===== config.mk =====
export PLATFORM = sky130hd
export DESIGN_NAME = des_core
export DESIGN_NICKNAME = d
export VERILOG_FILES = /design/src/rtl/des_pkg.sv /design/src/rtl/des_key_sched.sv /design/src/rtl/des_block_state.sv /design/src/rtl/des_round_f.sv /design/src/rtl/des_core.sv
export VERILOG_INCLUDE_DIRS = /design/src /design/src/rtl
export SDC_FILE = /design/constraint.sdc
export NUM_CORES = 1
export LEC_CHECK = 0
export BUFFER_PORTS_ARGS = -buffer_cell sky130_fd_sc_hd__buf_4
export CAP_MARGIN = 20
export CELL_PAD_IN_SITES_DETAIL_PLACEMENT = 1
export CELL_PAD_IN_SITES_GLOBAL_PLACEMENT = 2
export CORE_MARGIN = 3
export CORE_UTILIZATION = 37
export DETAILED_ROUTE_END_ITERATION = 10
export PLACE_DENSITY = 0.81
export SKIP_LAST_GASP = 1
export SYNTH_ARGS = -nofsm -noshare
export SYNTH_HDL_FRONTEND = slang
export SYNTH_SLANG_ARGS = --single-unit

===== constraint.sdc =====
create_clock -name clk -period 4.3 [get_ports clk]
set_clock_uncertainty 0.15 [all_clocks]
set_input_delay 0.215 -clock clk [delete_from_list [all_inputs] [get_ports clk]]
set_output_delay 0.215 -clock clk [all_outputs]
set_load 0.01 [all_outputs]

===== src/rtl/des_params.svh =====
`ifndef DES_PARAMS_SVH
`define DES_PARAMS_SVH

// ~~~~~~~~~~~~~~~~~~~~~~~~~~~~~~~~~~~~~~~~~~~~~~~~~~~~~~~~~~~
// DES datapath sizes.
// ~~~~~~~~~~~~~~~~~~~~~~~~~~~~~~~~~~~~~~~~~~~~~~~~~~~~~~~~~~~

// Plaintext and ciphertext block.
`define DES_BLOCK_W 64

// One Feistel half, L or R.
`define DES_HALF_W 32

// Key including parity bits.
`define DES_KEY_W 64

// Key schedule halves C and D.
`define DES_CD_W 28

`define DES_SUBKEY_W 48
`define DES_ROUNDS 16
`define DES_ROUND_IDX_W 4

`endif


===== src/rtl/des_pkg.sv =====
`include "des_params.svh"

package des_pkg;

    typedef logic [`DES_BLOCK_W-1:0]  block_t;
    typedef logic [`DES_HALF_W-1:0]   half_t;
    typedef logic [`DES_SUBKEY_W-1:0] subkey_t;
    typedef logic [2*`DES_CD_W-1:0]   cd_pair_t;

    typedef struct packed {
        logic    load;
        logic    valid;
        logic    last;
        subkey_t subkey;
    } round_ctl_t;

    // ~~~~~~~~~~~~~~~~~~~~~~~~~~~~~~~~~~~~~~~~~~~~~~~~~~~~~~~~~~~
    // Tables, bit numbers 1-based from the MSB as in FIPS 46.
    // ~~~~~~~~~~~~~~~~~~~~~~~~~~~~~~~~~~~~~~~~~~~~~~~~~~~~~~~~~~~

    localparam logic [1:0] SHIFT_TAB [`DES_ROUNDS] = '{
        2'd1, 2'd1, 2'd2, 2'd2, 2'd2, 2'd2, 2'd2, 2'd2,
        2'd1, 2'd2, 2'd2, 2'd2, 2'd2, 2'd2, 2'd2, 2'd1};

    localparam int IP_TAB [64] = '{
        58, 50, 42, 34, 26, 18, 10, 2, 60, 52, 44, 36, 28, 20, 12, 4,
        62, 54, 46, 38, 30, 22, 14, 6, 64, 56, 48, 40, 32, 24, 16, 8,
        57, 49, 41, 33, 25, 17,  9, 1, 59, 51, 43, 35, 27, 19, 11, 3,
        61, 53, 45, 37, 29, 21, 13, 5, 63, 55, 47, 39, 31, 23, 15, 7};

    localparam int FP_TAB [64] = '{
        40, 8, 48, 16, 56, 24, 64, 32, 39, 7, 47, 15, 55, 23, 63, 31,
        38, 6, 46, 14, 54, 22, 62, 30, 37, 5, 45, 13, 53, 21, 61, 29,
        36, 4, 44, 12, 52, 20, 60, 28, 35, 3, 43, 11, 51, 19, 59, 27,
        34, 2, 42, 10, 50, 18, 58, 26, 33, 1, 41,  9, 49, 17, 57, 25};

    localparam int PC1_TAB [56] = '{
        57, 49, 41, 33, 25, 17,  9,  1, 58, 50, 42, 34, 26, 18,
        10,  2, 59, 51, 43, 35, 27, 19, 11,  3, 60, 52, 44, 36,
        63, 55, 47, 39, 31, 23, 15,  7, 62, 54, 46, 38, 30, 22,
        14,  6, 61, 53, 45, 37, 29, 21, 13,  5, 28, 20, 12,  4};

    localparam int PC2_TAB [48] = '{
        14, 17, 11, 24,  1,  5,  3, 28, 15,  6, 21, 10, 23, 19, 12,  4,
        26,  8, 16,  7, 27, 20, 13,  2, 41, 52, 31, 37, 47, 55, 30, 40,
        51, 45, 33, 48, 44, 49, 39, 56, 34, 53, 46, 42, 50, 36, 29, 32};

    localparam int E_TAB [48] = '{
        32,  1,  2,  3,  4,  5,  4,  5,  6,  7,  8,  9,  8,  9, 10, 11,
        12, 13, 12, 13, 14, 15, 16, 17, 16, 17, 18, 19, 20, 21, 20, 21,
        22, 23, 24, 25, 24, 25, 26, 27, 28, 29, 28, 29, 30, 31, 32,  1};

    localparam int P_TAB [32] = '{
        16,  7, 20, 21, 29, 12, 28, 17,  1, 15, 23, 26,  5, 18, 31, 10,
         2,  8, 24, 14, 32, 27,  3,  9, 19, 13, 30,  6, 22, 11,  4, 25};

    // One box per entry, four rows of sixteen nibbles, first entry in the top nibble.
    localparam logic [255:0] SBOX_TAB [8] = '{
        256'hE4D12FB83A6C5907_0F74E2D1A6CB9538_41E8D62BFC973A50_FC8249175B3EA06D,
        256'hF18E6B34972DC05A_3D47F28EC01A69B5_0E7BA4D158C6932F_D8A13F42B67C05E9,
        256'hA09E63F51DC7B428_D709346A285ECBF1_D6498F30B12C5AE7_1AD069874FE3B52C,
        256'h7DE3069A1285BC4F_D8B56F03472C1AE9_A690CB7DF13E5284_3F06A1D8945BC72E,
        256'h2C417AB6853FD0E9_EB2C47D150FA3986_421BAD78F9C5630E_B8C71E2D6F09A453,
        256'hC1AF92680D34E75B_AF427C9561DE0B38_9EF528C3704A1DB6_432C95FABE17608D,
        256'h4B2EF08D3C975A61_D0B7491AE35C2F86_14BDC37EAF680592_6BD814A7950FE23C,
        256'hD2846FB1A93E50C7_1FD8A374C56B0E92_7B419CE206ADF358_21E74A8DFC90356B};

    // ~~~~~~~~~~~~~~~~~~~~~~~~~~~~~~~~~~~~~~~~~~~~~~~~~~~~~~~~~~~
    // Fixed permutations.
    // ~~~~~~~~~~~~~~~~~~~~~~~~~~~~~~~~~~~~~~~~~~~~~~~~~~~~~~~~~~~

    function automatic block_t ip_perm(block_t din);
        block_t dout;
        for (int i = 0; i < 64; i++)
            dout[`DES_BLOCK_W-1-i] = din[`DES_BLOCK_W-IP_TAB[i]];
        return dout;
    endfunction

    function automatic block_t fp_perm(block_t din);
        block_t dout;
        for (int i = 0; i < 64; i++)
            dout[`DES_BLOCK_W-1-i] = din[`DES_BLOCK_W-FP_TAB[i]];
        return dout;
    endfunction

    // Parity bits drop out here.
    function automatic cd_pair_t pc1_perm(logic [`DES_KEY_W-1:0] din);
        cd_pair_t dout;
        for (int i = 0; i < 56; i++)
            dout[2*`DES_CD_W-1-i] = din[`DES_KEY_W-PC1_TAB[i]];
        return dout;
    endfunction

    function automatic subkey_t pc2_perm(cd_pair_t din);
        subkey_t dout;
        for (int i = 0; i < 48; i++)
            dout[`DES_SUBKEY_W-1-i] = din[2*`DES_CD_W-PC2_TAB[i]];
        return dout;
    endfunction

    function automatic subkey_t e_expand(half_t din);
        subkey_t dout;
        for (int i = 0; i < 48; i++)
            dout[`DES_SUBKEY_W-1-i] = din[`DES_HALF_W-E_TAB[i]];
        return dout;
    endfunction

    function automatic half_t p_perm(half_t din);
        half_t dout;
        for (int i = 0; i < 32; i++)
            dout[`DES_HALF_W-1-i] = din[`DES_HALF_W-P_TAB[i]];
        return dout;
    endfunction

    // Row from the outer bits, column from the inner four.
    function automatic logic [3:0] sbox_lookup(int unsigned box, logic [5:0] din);
        int unsigned idx;
        idx = {din[5], din[0], din[4:1]};
        return SBOX_TAB[box][255-4*idx -: 4];
    endfunction

endpackage


===== src/rtl/des_key_sched.sv =====
`timescale 1ns/10ps

`include "des_params.svh"

module des_key_sched
    import des_pkg::*;
(
    input  logic                  clk,
    input  logic                  arst_n,
    input  logic                  start,
    input  logic [`DES_KEY_W-1:0] key,
    output round_ctl_t            round_ctl,
    output logic                  busy
);

    logic                        accept;
    logic                        last_round;
    logic [`DES_ROUND_IDX_W-1:0] round_idx;
    logic [1:0]                  shift;
    cd_pair_t                    pc1;
    logic [`DES_CD_W-1:0]        c_q;
    logic [`DES_CD_W-1:0]        d_q;
    logic [`DES_CD_W-1:0]        c_rot;
    logic [`DES_CD_W-1:0]        d_rot;

    function automatic logic [`DES_CD_W-1:0] rol_cd(logic [`DES_CD_W-1:0] v, logic [1:0] n);
        if (n == 2'd2)
            return {v[`DES_CD_W-3:0], v[`DES_CD_W-1 -: 2]};
        return {v[`DES_CD_W-2:0], v[`DES_CD_W-1]};
    endfunction

    // Start is dropped while a block is in flight.
    assign accept = start & ~busy;

    // Counter holds the round number minus one.
    assign last_round = busy && (round_idx == `DES_ROUND_IDX_W'(`DES_ROUNDS - 1));
    assign shift      = SHIFT_TAB[round_idx];
    assign pc1        = pc1_perm(key);
    assign c_rot      = rol_cd(c_q, shift);
    assign d_rot      = rol_cd(d_q, shift);

    always_ff @(posedge clk or negedge arst_n)
    begin
        if (!arst_n)
        begin
            busy      <= 1'b0;
            round_idx <= '0;
        end
        else if (accept)
        begin
            busy      <= 1'b1;
            round_idx <= '0;
        end
        else if (busy)
        begin
            round_idx <= round_idx + 1'b1;
            if (last_round)
                busy <= 1'b0;
        end
    end

    always_ff @(posedge clk)
    begin
        if (accept)
        begin
            c_q <= pc1[2*`DES_CD_W-1 -: `DES_CD_W];
            d_q <= pc1[`DES_CD_W-1:0];
        end
        else if (busy)
        begin
            c_q <= c_rot;
            d_q <= d_rot;
        end
    end

    always_comb
    begin
        round_ctl.load   = accept;
        round_ctl.valid  = busy;
        round_ctl.last   = last_round;
        round_ctl.subkey = pc2_perm({c_rot, d_rot});
    end

endmodule


===== src/rtl/des_block_state.sv =====
`timescale 1ns/10ps

`include "des_params.svh"

module des_block_state
    import des_pkg::*;
(
    input  logic       clk,
    input  logic       arst_n,
    input  block_t     msg,
    input  round_ctl_t round_ctl,
    input  half_t      f_out,
    output half_t      r_half,
    output block_t     result,
    output logic       done
);

    half_t  l_q;
    half_t  r_q;
    half_t  r_next;
    block_t ip_msg;
    logic   finish;

    assign ip_msg = ip_perm(msg);
    assign r_next = l_q ^ f_out;
    assign finish = round_ctl.valid & round_ctl.last;
    assign r_half = r_q;

    // ~~~~~~~~~~~~~~~~~~~~~~~~~~~~~~~~~~~~~~~~~~~~~~~~~~~~~~~~~~~
    // Feistel halves.
    // ~~~~~~~~~~~~~~~~~~~~~~~~~~~~~~~~~~~~~~~~~~~~~~~~~~~~~~~~~~~

    always_ff @(posedge clk)
    begin
        if (round_ctl.load)
        begin
            l_q <= ip_msg[`DES_BLOCK_W-1 -: `DES_HALF_W];
            r_q <= ip_msg[`DES_HALF_W-1:0];
        end
        else if (round_ctl.valid)
        begin
            l_q <= r_q;
            r_q <= r_next;
        end
    end

    // ~~~~~~~~~~~~~~~~~~~~~~~~~~~~~~~~~~~~~~~~~~~~~~~~~~~~~~~~~~~
    // Output register and done pulse.
    // ~~~~~~~~~~~~~~~~~~~~~~~~~~~~~~~~~~~~~~~~~~~~~~~~~~~~~~~~~~~

    always_ff @(posedge clk or negedge arst_n)
    begin
        if (!arst_n)
        begin
            result <= '0;
            done   <= 1'b0;
        end
        else
        begin
            done <= finish;
            // Round 16 output goes out swapped, R16 then L16.
            if (finish)
                result <= fp_perm({r_next, r_q});
        end
    end

endmodule


===== src/rtl/des_round_f.sv =====
`timescale 1ns/10ps

`include "des_params.svh"

module des_round_f
    import des_pkg::*;
(
    input  half_t   r_half,
    input  subkey_t subkey,
    output half_t   f_out
);

    subkey_t expanded;
    subkey_t mixed;
    half_t   s_out;

    assign expanded = e_expand(r_half);
    assign mixed    = expanded ^ subkey;

    // Eight boxes, box 1 on the top six bits.
    always_comb
    begin
        s_out = '0;
        for (int b = 0; b < 8; b++)
            s_out[`DES_HALF_W-1-4*b -: 4] = sbox_lookup(b, mixed[`DES_SUBKEY_W-1-6*b -: 6]);
    end

    assign f_out = p_perm(s_out);

endmodule


===== src/rtl/des_core.sv =====
`timescale 1ns/10ps

`include "des_params.svh"

module des_core
    import des_pkg::*;
(
    input  logic                  clk,
    input  logic                  arst_n,
    input  logic                  start,
    input  logic [`DES_KEY_W-1:0] key,
    input  block_t                msg,
    output block_t                result,
    output logic                  busy,
    output logic                  done
);

    round_ctl_t round_ctl;
    half_t      r_half;
    half_t      f_out;

    // Round control and subkeys.
    des_key_sched u_key_sched (
        .clk       (clk),
        .arst_n    (arst_n),
        .start     (start),
        .key       (key),
        .round_ctl (round_ctl),
        .busy      (busy)
    );

    des_block_state u_block_state (
        .clk       (clk),
        .arst_n    (arst_n),
        .msg       (msg),
        .round_ctl (round_ctl),
        .f_out     (f_out),
        .r_half    (r_half),
        .result    (result),
        .done      (done)
    );

    des_round_f u_round_f (
        .r_half (r_half),
        .subkey (round_ctl.subkey),
        .f_out  (f_out)
    );

endmodule


==> results of run 1 <==
-- routing by layer --
layer / share of wire (%) / track usage, % / vias up
met1: 44 / 35.5 / 8766
met2: 50 / 49.0 / 366
li1: - / - / 7946
met3: 4.0 / 4.29 / 71
met4: 2.3 / 7.65 / 2
met5: 0.019 / 0 / -
-- what timing repair did --
item / CTS / global route
hold buffers: 121 / 0
gates resized for setup: 2 / 14
pin swaps: 1 / 2
setup buffers: 4 / 3
setup endpoints to repair: 21 / 26
hold endpoints to repair: 151 / 0
-- cell families after synthesis --
| family | Yosys count |
|---|---|
| AND/OR/NAND/NOR | 826 |
| AO/OA/AOI/OAI | 480 |
| buffers and inverters | 209 |
| flip-flops | 190 |
| multiplexers | 153 |
| XOR/XNOR | 76 |
| adder cells (fa/ha/maj) | 64 |
-- cells in the final DEF (no fill, tap or decap), types with 8 or more instances in the layout --
master / count
buf_4: 315
nor3b_1: 92
and2_1: 26
a311oi_1: 8
nor2_1: 135
nand3_1: 53
clkbuf_16: 17
nand2b_1: 21
a31oi_1: 19
dlygate4sd3_1: 121
xnor2_1: 42
nor3_1: 41
o31ai_1: 11
o311a_1: 11
a211o_1: 12
o22a_1: 20
o21ai_1: 35
mux4_2: 25
nand4b_1: 8
xnor2_2: 10
a21oi_1: 97
o21ai_0: 67
or3_1: 16
mux2_2: 10
nand2_1: 319
ha_1: 60
o2111ai_1: 11
o211ai_1: 39
edfxtp_1: 120
inv_1: 37
mux2i_1: 110
a211oi_1: 28
xor2_1: 22
nor2b_1: 29
nand4_1: 23
o22ai_1: 26
dfrtp_1: 69
and3_1: 10
-- worst min-delay path, cell delays in order --
cell and delay (ns):
buf_4 0.08, nand2_1 0.04, nand2_1 0.17
-- sequential cells by signal (all words and copies together), names as in the netlist --
register               flops
u_key_sched.busy           1
u_block_state.result      64
u_block_state.l_q         32
u_block_state.r_half      32
u_block_state.done         1
u_key_sched.d_q           28
u_key_sched.c_q           28
u_key_sched.round_idx      4
-- path summary, 6_finish.rpt --
path                                                      start                                   end
hold reg to reg            u_block_state.result[15]$_DFFE_PN0P_  u_block_state.result[15]$_DFFE_PN0P_
min in group asynchronous                                arst_n  u_block_state.result[32]$_DFFE_PN0P_
hold / removal                                          msg[56]        u_block_state.l_q[0]$_DFFE_PP_
max in group asynchronous                                arst_n  u_block_state.result[12]$_DFFE_PN0P_
setup / recovery           u_key_sched.round_idx[3]$_DFFE_PN0P_     u_block_state.r_half[1]$_DFFE_PP_
setup reg to reg           u_key_sched.round_idx[3]$_DFFE_PN0P_     u_block_state.r_half[1]$_DFFE_PP_
-- stage by stage --
stage	area [µm²]	setup WS (ns)	hold slack [ns]	TNS [ns]
final	21700	0.134	0.0243	0
after global routing	21700	-0.0451	0.0461	-0.137
after CTS	21600	0.0174	0.00264	0
after detailed placement	19700	-0.181	0.0875	-0.894
after global placement	19700	-0.0402	0.0912	-0.0495
after floorplan	17300	0.401	-0.231	0
-- cell type report --
type | instances | area (µm²)
fillers | 5346 | 24200
multi-input cells | 1599 | 11000
flip-flops and latches | 190 | 5360
repair buffers | 445 | 3730
well taps | 600 | 751
clock buffers | 18 | 439
inverters | 47 | 185
clock inverters | 14 | 146
diodes | 1 | 2.50
==> key figures, run 1 <==
Outcome
  – Status: complete, no violations

Worst setup path
  – Max stage delay cell, worst path: o311ai_1
  – Critical path cell sequence: buf_4 -> nand2b_1 -> nand2_1 -> buf_4 -> o311ai_1 -> nor3_1 -> o21bai_1 -> mux4_2 -> o221ai_2 -> xnor2_1 -> o21ai_1
  – Worst Path Arrival: 4.26 ns
  – CP endpoint kind: flop
  – Worst Path Max Fanout: 18
  – Buf+Inv Stages, Crit Path: 2
  – Stages on worst setup path: 11
  – Crit path kind: reg -> reg
  – R2r worst-path depth: 11
  – Req. time, crit path: 4.39 ns
  – Most Frequent Cell on Critical Path: buf_4
  – Crit path launch type: flop
  – Slowest stage delay, CP: 0.94 ns
  – Family with the most delay on the worst path: compound AO/OA/AOI/OAI gates
  – Reg2Reg Setup Slack: 0.13 ns

Timing
  – Fmax: 240 MHz
  – Fin. Hold Viols: 0
  – Fin crit period: 4.17 ns
  – Least-Margin Pin Slew: 1.10 ns
  – Final period utilization: 96.9%
  – Final setup vio count: 0
  – RSZ-0062 raised after global routing: yes
  – Final Slew Violations: 0
  – Max_slew headroom: 25.3%

Routing
  – Final ANT Viol Nets: 0
  – DR pass1 iterations: 5
  – DRC viols: 0
  – Avg WL per Cell: 24.0 µm
  – Total routed wirelength: 70,100 µm
  – Via count: 17,200
  – Vias per Instance: 5.89
  – DR iter-0 viols: 1,197

Global routing
  – Gr ovfl total: 0
  – Vias in the first global route: 17,800
  – Largest net degree at the start of global routing: 78
  – Initial antenna violation count: 3
  – First-pass GRT wire length: 108,000 µm
  – GRT Total Usage: 27.8%

Clock network
  – Num CTS Buffers: 17
  – Clock Sinks: 190
  – Clock Tree Buf Depth: 2
  – Clk root buf: clkbuf_16
  – Skew-Pair Late Insertion Delay: 0.50 ns
  – CTS tree: built
  – CTS H-tree lvls: 4
  – Clock-pin slew on the worst setup and hold paths: 0.09 ns

Cells and area
  – Cell Count, Final, Fillers Out: 2,914
  – Final Util: 47.2%
  – Area delta synth->final: 24.9%
  – Layout cell share with drive strength beyond 1: 20.5%
  – Layout net count: 2,495

Synthesis
  – Synth Area in Simple Gates: 24.0%
  – Yosys Warn Count: 0
  – Mapped Area: 17,300 µm²
  – Most frequent cell after synthesis: nand2_1
  – Post-synth EDFFs: 120
  – Synth Register Bits: 190
  – Adder-cell area share of the yosys netlist: 4.62%
  – Synth Flop Type: edfxtp_1
  – Top cells by count, synth: nand2_1, nor2_1, edfxtp_1
  – Main combinational cell family by area after synthesis: simple AND/OR/NAND/NOR gates
  – Syn avg cell area: 8.68 µm²
  – Synth unique cells: 104
  – Synth top area share: 20.8%
  – Complex-gate fraction of the synthesized area: 19.3%
  – Async SR Flop Fraction: 36.8%
  – Synth Area in XOR/XNOR: 4.36%
  – Post-synthesis mux area share: 11.0%
  – Sequential area share after synthesis: 30.9%
  – Syn_nets: 2,193
  – Post-Synthesis Cells: 1,998
  – Synth top area cells: edfxtp_1, dfrtp_1, nand2_1, mux2i_1, ha_1
  – Largest area contributor in the netlist: edfxtp_1

Die
  – Core Region: 45,900 µm²
  – Die H: 222 µm
  – Die area: 49,500 µm²
  – Io pins: 197
  – Num rows: 78
  – Initial core utilization: 37.8%
  – Chip width: 222 µm

Placed design
  – Routability cong.: 0.909
  – Port bufs: 188
  – HPWL after DPL: 51,200 µm
  – Post-placement cell count: 2,753

Run
  – Max Cap Viol: 0

Hold path
  – Hold depth: 3
  – Hold crit path type: in -> reg
Power of run 1 is not shown: default switching activity piles up to over one toggle a cycle in this logic, so the estimate is an artifact.
==> inputs of run 2 (changes only) <==
--- a/config.mk
+++ b/config.mk
@@ -14,6 +14,7 @@
 export CORE_UTILIZATION = 37
 export DETAILED_ROUTE_END_ITERATION = 10
 export PLACE_DENSITY = 0.81
+export REMOVE_ABC_BUFFERS = 1
 export SKIP_LAST_GASP = 1
 export SYNTH_ARGS = -nofsm -noshare
 export SYNTH_HDL_FRONTEND = slang
==> run 2 against run 1 <==
Compared with the run above: critical path depth is 5 higher; via count is 0.79% lower; fmax rose by 1.4%; sequential cell count unchanged; routed wire length down 5.8%; core utilization is 0.28 points lower; sequential share of layout area grew 0.15 points; highest routed layer is now met4; worst setup slack gained 0.058 ns; first-iteration DRC count rose by 0.67%; non-clock buffer count shrank 13; die area unchanged.
==> key figures, run 2 (synthesis gave the netlist of run 1 again) <==
Worst setup path
  – Max stage delay cell, worst path: dfrtp_2
  – Worst Path Arrival: 4.22 ns (-0.04 ns)
  – Crit path kind: reg -> reg
  – Req. time, crit path: 4.42 ns (+0.03 ns)
  – Family with the most delay on the worst path: compound AO/OA/AOI/OAI gates
  – Crit path launch type: flop
  – Critical path cell sequence: inv_1 -> ha_1 -> and2_4 -> buf_4 -> buf_4 -> o22ai_1 -> nand3b_4 -> ha_1 -> and4_1 -> a211oi_1 -> a211oi_1 -> a311oi_1 -> a31oi_1 -> buf_4 -> xor2_1 -> o21ai_1
  – Slowest stage delay, CP: 0.43 ns (-0.51 ns)
  – CP endpoint kind: flop
  – Buf+Inv Stages, Crit Path: 4 (+2)
  – Most Frequent Cell on Critical Path: buf_4
  – Worst Path Max Fanout: 13 (-5)

Clock network
  – CTS tree: built
  – Num CTS Buffers: 17 (unchanged)
  – Skew-Pair Late Insertion Delay: 0.51 ns (about the same)
  – Clk root buf: clkbuf_16
  – Clock Sinks: 190 (unchanged)
  – Clock-pin slew on the worst setup and hold paths: 0.09 ns (about the same)
  – CTS H-tree lvls: 4 (unchanged)
  – Clock Tree Buf Depth: 2 (unchanged)

Timing
  – Final worst slack: 0.192 ns (+0.0582 ns)
  – Fin. Hold Viols: 0 (unchanged)
  – Final setup vio count: 0 (unchanged)
  – Final Slew Violations: 0 (unchanged)
  – Fin crit period: 4.11 ns (-0.0582 ns)
  – Fmax: 243 MHz (+1.4%)
  – Final period utilization: 95.5% (-1.4 points)
  – Final hold slack: 0.135 ns (+0.110 ns)
  – Max_slew headroom: 33.4% (+8.1 points)
  – RSZ-0062 raised after global routing: no
  – Least-Margin Pin Slew: 0.997 ns (-0.106 ns)

Outcome
  – Status: complete, no violations

Die
  – Chip width: 222 µm (unchanged)
  – Core Region: 45,900 µm² (unchanged)
  – Die H: 222 µm (unchanged)
  – Die area: 49,500 µm² (unchanged)
  – Initial core utilization: 37.8% (unchanged)
  – Io pins: 197 (unchanged)
  – Num rows: 78 (unchanged)

Routing
  – DR pass1 iterations: 6 (+1)
  – Final ANT Viol Nets: 0 (unchanged)
  – Via count: 17,000 (-0.79%)
  – DR iter-0 viols: 1,205 (+0.67%)
  – Avg WL per Cell: 22.8 µm (-5.3%)
  – Total routed wirelength: 66,000 µm (-5.8%)
  – DRC viols: 0 (unchanged)
  – Vias per Instance: 5.87 (-0.31%)

Global routing
  – GRT Total Usage: 26.2% (-1.6 points)
  – Largest net degree at the start of global routing: 68 (-13%)
  – Vias in the first global route: 17,300 (-2.6%)
  – First-pass GRT wire length: 102,000 µm (-5.2%)
  – Gr ovfl total: 0 (unchanged)
  – Initial antenna violation count: 0 (-3)

Cells and area
  – Commonest non-fill, non-tap cell in the layout: nand2_1
  – Area delta synth->final: 24.2%
  – Biggest register: u_block_state.result
  – Largest register FFs: 64 (unchanged)
  – Commonest non-fill, non-tap cells in the layout: nand2_1, buf_4, nor2_1, dlygate4sd3_1, edfxtp_1
  – Layout net count: 2,482 (-0.52%)
  – Layout cell share with drive strength beyond 1: 20.2% (-0.32 points)
  – ANT cells: 0 (-1)

Placed design
  – Port bufs: 188 (unchanged)
  – HPWL after DPL: 47,400 µm (-7.4%)
  – Dpl ws: 0.0839 ns (+0.265 ns)
  – Routability cong.: 0.943 (+3.7%)

Hold path
  – Hold crit path type: in -> async

Run
  – Max Cap Viol: 0 (unchanged)
==> run 2: worst reg2reg max path: stages (launching register included) <==
cell and delay, ns:
dfrtp_2 0.43, inv_1 0.07, ha_1 0.22, and2_4 0.18, buf_4 0.18, buf_4 0.22, o22ai_1 0.28, nand3b_4 0.13
ha_1 0.37, and4_1 0.31, a211oi_1 0.09, a211oi_1 0.31, a311oi_1 0.09, a31oi_1 0.38, buf_4 0.20, xor2_1 0.19
o21ai_1 0.08
==> run 2: final timing paths <==
check	start	end	slack, ns	cells after the start
setup / recovery	u_key_sched.round_idx[1]$_DFFE_PN0P_	u_block_state.r_half[21]$_DFFE_PP_	0.19	16
min in group clk	u_block_state.result[23]$_DFFE_PN0P_	u_block_state.result[23]$_DFFE_PN0P_	0.33	2
max in group asynchronous	arst_n	u_block_state.result[45]$_DFFE_PN0P_	2.91	3
hold reg to reg	u_block_state.result[23]$_DFFE_PN0P_	u_block_state.result[23]$_DFFE_PN0P_	0.33	2
setup reg to reg	u_key_sched.round_idx[1]$_DFFE_PN0P_	u_block_state.r_half[21]$_DFFE_PP_	0.19	16
hold / removal	arst_n	u_key_sched.round_idx[3]$_DFFE_PN0P_	0.13	2
==> run 2: layout make-up <==
class                   instances  area [µm²]
clock buffers                  17         425
repair buffers                432        3640
inverters                      47         181
well taps                     600         751
fillers                      5359       24300
clock inverters                15         153
multi-input cells            1599       11000
flip-flops and latches        190        5360
==> run 2: per-layer routing <==
| metal | global-route usage, % | part of all wire, % | vias to the layer above |
|---|---|---|---|
| met5 | 0 | 0 | - |
| met4 | 8.94 | 2.9 | 0 |
| met3 | 4.12 | 4.3 | 77 |
| met2 | 43.3 | 47 | 413 |
| met1 | 35.2 | 46 | 8588 |
| li1 | - | - | 7937 |
==> run 2: through the flow <==
stage / cell area (µm²) / setup TNS [ns] / instances / util [%]
global route: 21500 / 0 / 2900 / 46.9
finish: 21500 / 0 / 2900 / 46.9
CTS: 21500 / 0 / 2898 / 46.8
detailed placement: 19700 / 0 / 2744 / 42.9
global placement: 19700 / 0 / 2744 / 42.9
floorplan: 16500 / -388.87 / 1836 / -
==> run 2: what timing repair did <==
item                                   in CTS  in global routing
endpoints found under the hold margin     163                  0
resized for setup                           0                 12
setup buffers                               0                  1
hold buffers                              122                  0
setup endpoints to repair                   0                 21
Power of run 2 is left out for the same reason.
==> inputs of run 3 (changes only) <==
--- a/config.mk
+++ b/config.mk
@@ -10,6 +10,7 @@
 export CAP_MARGIN = 20
 export CELL_PAD_IN_SITES_DETAIL_PLACEMENT = 1
 export CELL_PAD_IN_SITES_GLOBAL_PLACEMENT = 2
+export CORE_ASPECT_RATIO = 1.4
 export CORE_MARGIN = 3
 export CORE_UTILIZATION = 37
 export DETAILED_ROUTE_END_ITERATION = 10
==> run 3 against run 2 <==
Compared with the run above: routed wire length grew 0.73%; sequential share of layout area shrank 0.11 points; highest routed layer unchanged; global-route usage grew 0.28 points; non-clock buffer count grew 8; core utilization shrank 0.12 points; count of clock-buffer cells in the layout grew 1; critical path depth is the same; hold slack lost 0.056 ns.
==> key figures, run 3 (synthesis gave the netlist of run 1 again) <==
Clock network
  – Clock Tree Buf Depth: 2 (unchanged)
  – Clock-pin slew on the worst setup and hold paths: 0.07 ns (-0.02 ns)
  – Num CTS Buffers: 17 (unchanged)
  – Skew-Pair Late Insertion Delay: 0.48 ns (-0.03 ns)
  – Clock Sinks: 190 (unchanged)
  – Clk root buf: clkbuf_16
  – CTS H-tree lvls: 4 (unchanged)
  – CTS tree: built

Routing
  – Total routed wirelength: 66,500 µm (+0.73%)
  – Final ANT Viol Nets: 0 (unchanged)
  – DRC viols: 0 (unchanged)
  – Vias per Instance: 5.79 (-1.3%)
  – DR pass1 iterations: 5 (-1)
  – DR iter-0 viols: 1,028 (-15%)
  – Avg WL per Cell: 22.7 µm (-0.13%)
  – Via count: 16,900 (-0.44%)

Cells and area
  – Commonest non-fill, non-tap cells in the layout: nand2_1, buf_4, nor2_1, dlygate4sd3_1, edfxtp_1
  – Post-route cell area: 21,600 µm² (+0.45%)
  – Layout cell share with drive strength beyond 1: 20.5% (+0.28 points)
  – ANT cells: 0 (unchanged)
  – Final Util: 46.8% (-0.12 points)
  – Area delta synth->final: 24.7%
  – Largest register FFs: 64 (unchanged)
  – Cell Count, Final, Fillers Out: 2,925 (+0.86%)
  – Commonest non-fill, non-tap cell in the layout: nand2_1
  – Biggest register: u_block_state.result
  – Layout net count: 2,490 (+0.32%)

Placed design
  – Area of placed instances: 19,800 µm² (+0.62%)
  – Port bufs: 188 (unchanged)
  – HPWL after DPL: 48,500 µm (+2.2%)
  – Routability cong.: 0.914 (-3.1%)
  – Post-placement cell count: 2,771 (+0.98%)

Run
  – Max Cap Viol: 0 (unchanged)

Timing
  – Fmax: 241 MHz (-0.82%)
  – Fin crit period: 4.14 ns (+0.0340 ns)
  – Final period utilization: 96.3% (+0.79 points)
  – RSZ-0062 raised after global routing: yes
  – Final hold slack: 0.0792 ns (-0.0555 ns)
  – Least-Margin Pin Slew: 1.01 ns (+0.0156 ns)
  – Max_slew headroom: 32.0% (-1.4 points)
  – Fin. Hold Viols: 0 (unchanged)
  – Final setup vio count: 0 (unchanged)
  – Final Slew Violations: 0 (unchanged)

Outcome
  – Status: complete, no violations

Worst setup path
  – Worst Path Arrival: 4.31 ns (+0.09 ns)
  – Worst r2r src: u_key_sched.round_idx[1]$_DFFE_PN0P_
  – Max stage delay cell, worst path: dfrtp_2
  – Worst Path Max Fanout: 18 (+5)
  – CP endpoint kind: flop
  – Crit path launch: u_key_sched.round_idx[1]$_DFFE_PN0P_
  – Crit path kind: reg -> reg
  – Buf+Inv Stages, Crit Path: 4 (unchanged)
  – Slowest stage delay, CP: 0.43 ns (about the same)
  – Critical path cell sequence: inv_1 -> ha_1 -> and2_4 -> o31ai_4 -> buf_8 -> mux2i_2 -> buf_4 -> xnor2_2 -> ha_1 -> nand3_1 -> o211a_1 -> a211oi_1 -> a311oi_1 -> buf_4 -> or3_1 -> a31oi_1
  – Family with the most delay on the worst path: compound AO/OA/AOI/OAI gates
  – Req. time, crit path: 4.46 ns (+0.04 ns)
  – Crit path launch type: flop

Hold path
  – Critical hold path startpoint: key[25]
  – Hold crit path type: in -> reg

Die
  – Chip width: 189 µm (-15%)
  – Die H: 262 µm (+18%)
  – Die area: 49,500 µm² (about the same)
  – Io pins: 197 (unchanged)
  – Num rows: 93 (+19%)
  – Core Region: 46,200 µm² (+0.71%)
  – Initial core utilization: 37.5% (-0.27 points)

Global routing
  – GRT Total Usage: 26.5% (+0.28 points)
  – First-pass GRT wire length: 103,000 µm (+0.44%)
  – Vias in the first global route: 17,900 (+3.0%)
  – Gr ovfl total: 0 (unchanged)
  – Largest net degree at the start of global routing: 93 (+37%)
  – Initial antenna violation count: 0 (unchanged)
## run 3: cell count changes in the layout (fill, tap and decap cells not counted), sizes merged
cell         delta
clkinv          +4
clkbuf          +2
inv             -3
dlygate4sd3     -1
buf             +8
clkinvlp        -2
## run 3: layer usage
metal,wire [µm],up-vias,GRT usage [%]
li1,-,7932,-
met5,0,-,0
met3,2330,103,3.28
met4,2860,0,12.7
met1,27600,8535,31.5
met2,33700,370,47.6
## run 3: what timing repair did
item | CTS | global route
resized for setup | 1 | 18
hold endpoints to repair | 159 | 0
endpoints found under the setup margin | 1 | 36
buffers inserted | 0 | 0
hold buffers | 121 | 0
## run 3: final timing paths
kind	end	slack, ns	cells after the start
min in group asynchronous	u_block_state.result[32]$_DFFE_PN0P_	0.13	2
setup / recovery	u_block_state.r_half[18]$_DFFE_PP_	0.16	16
hold reg to reg	u_block_state.result[33]$_DFFE_PN0P_	0.33	2
hold / removal	u_key_sched.d_q[24]$_DFFE_PP_	0.08	3
max in group asynchronous	u_key_sched.round_idx[2]$_DFFE_PN0P_	2.88	3
setup reg to reg	u_block_state.r_half[18]$_DFFE_PP_	0.16	16
## run 3: stage by stage
stage / setup TNS (ns) / worst slack [ns]
finish: 0 / 0.158
global placement: 0 / 0.128
global route: -0.0887 / -0.0656
detailed placement: 0 / 0.0371
floorplan: -388.87 / -4.11
CTS: 0 / 0.0412
## run 3: layout make-up
cell class / instances / area [µm²]
multi-input cells: 1599 / 11000
fillers: 5457 / 24600
inverters: 47 / 181
repair buffers: 440 / 3730
clock buffers: 18 / 429
flip-flops and latches: 190 / 5360
well taps: 617 / 772
clock inverters: 14 / 116
## run 3: worst register-to-register path: stages, from the launching register on
cell	delay (ns)
dfrtp_2	0.43
inv_1	0.08
ha_1	0.22
and2_4	0.18
o31ai_4	0.26
buf_8	0.26
mux2i_2	0.30
buf_4	0.16
xnor2_2	0.08
ha_1	0.42
nand3_1	0.22
o211a_1	0.20
a211oi_1	0.23
a311oi_1	0.08
buf_4	0.18
or3_1	0.34
a31oi_1	0.19
Power of run 3 is left out for the same reason.
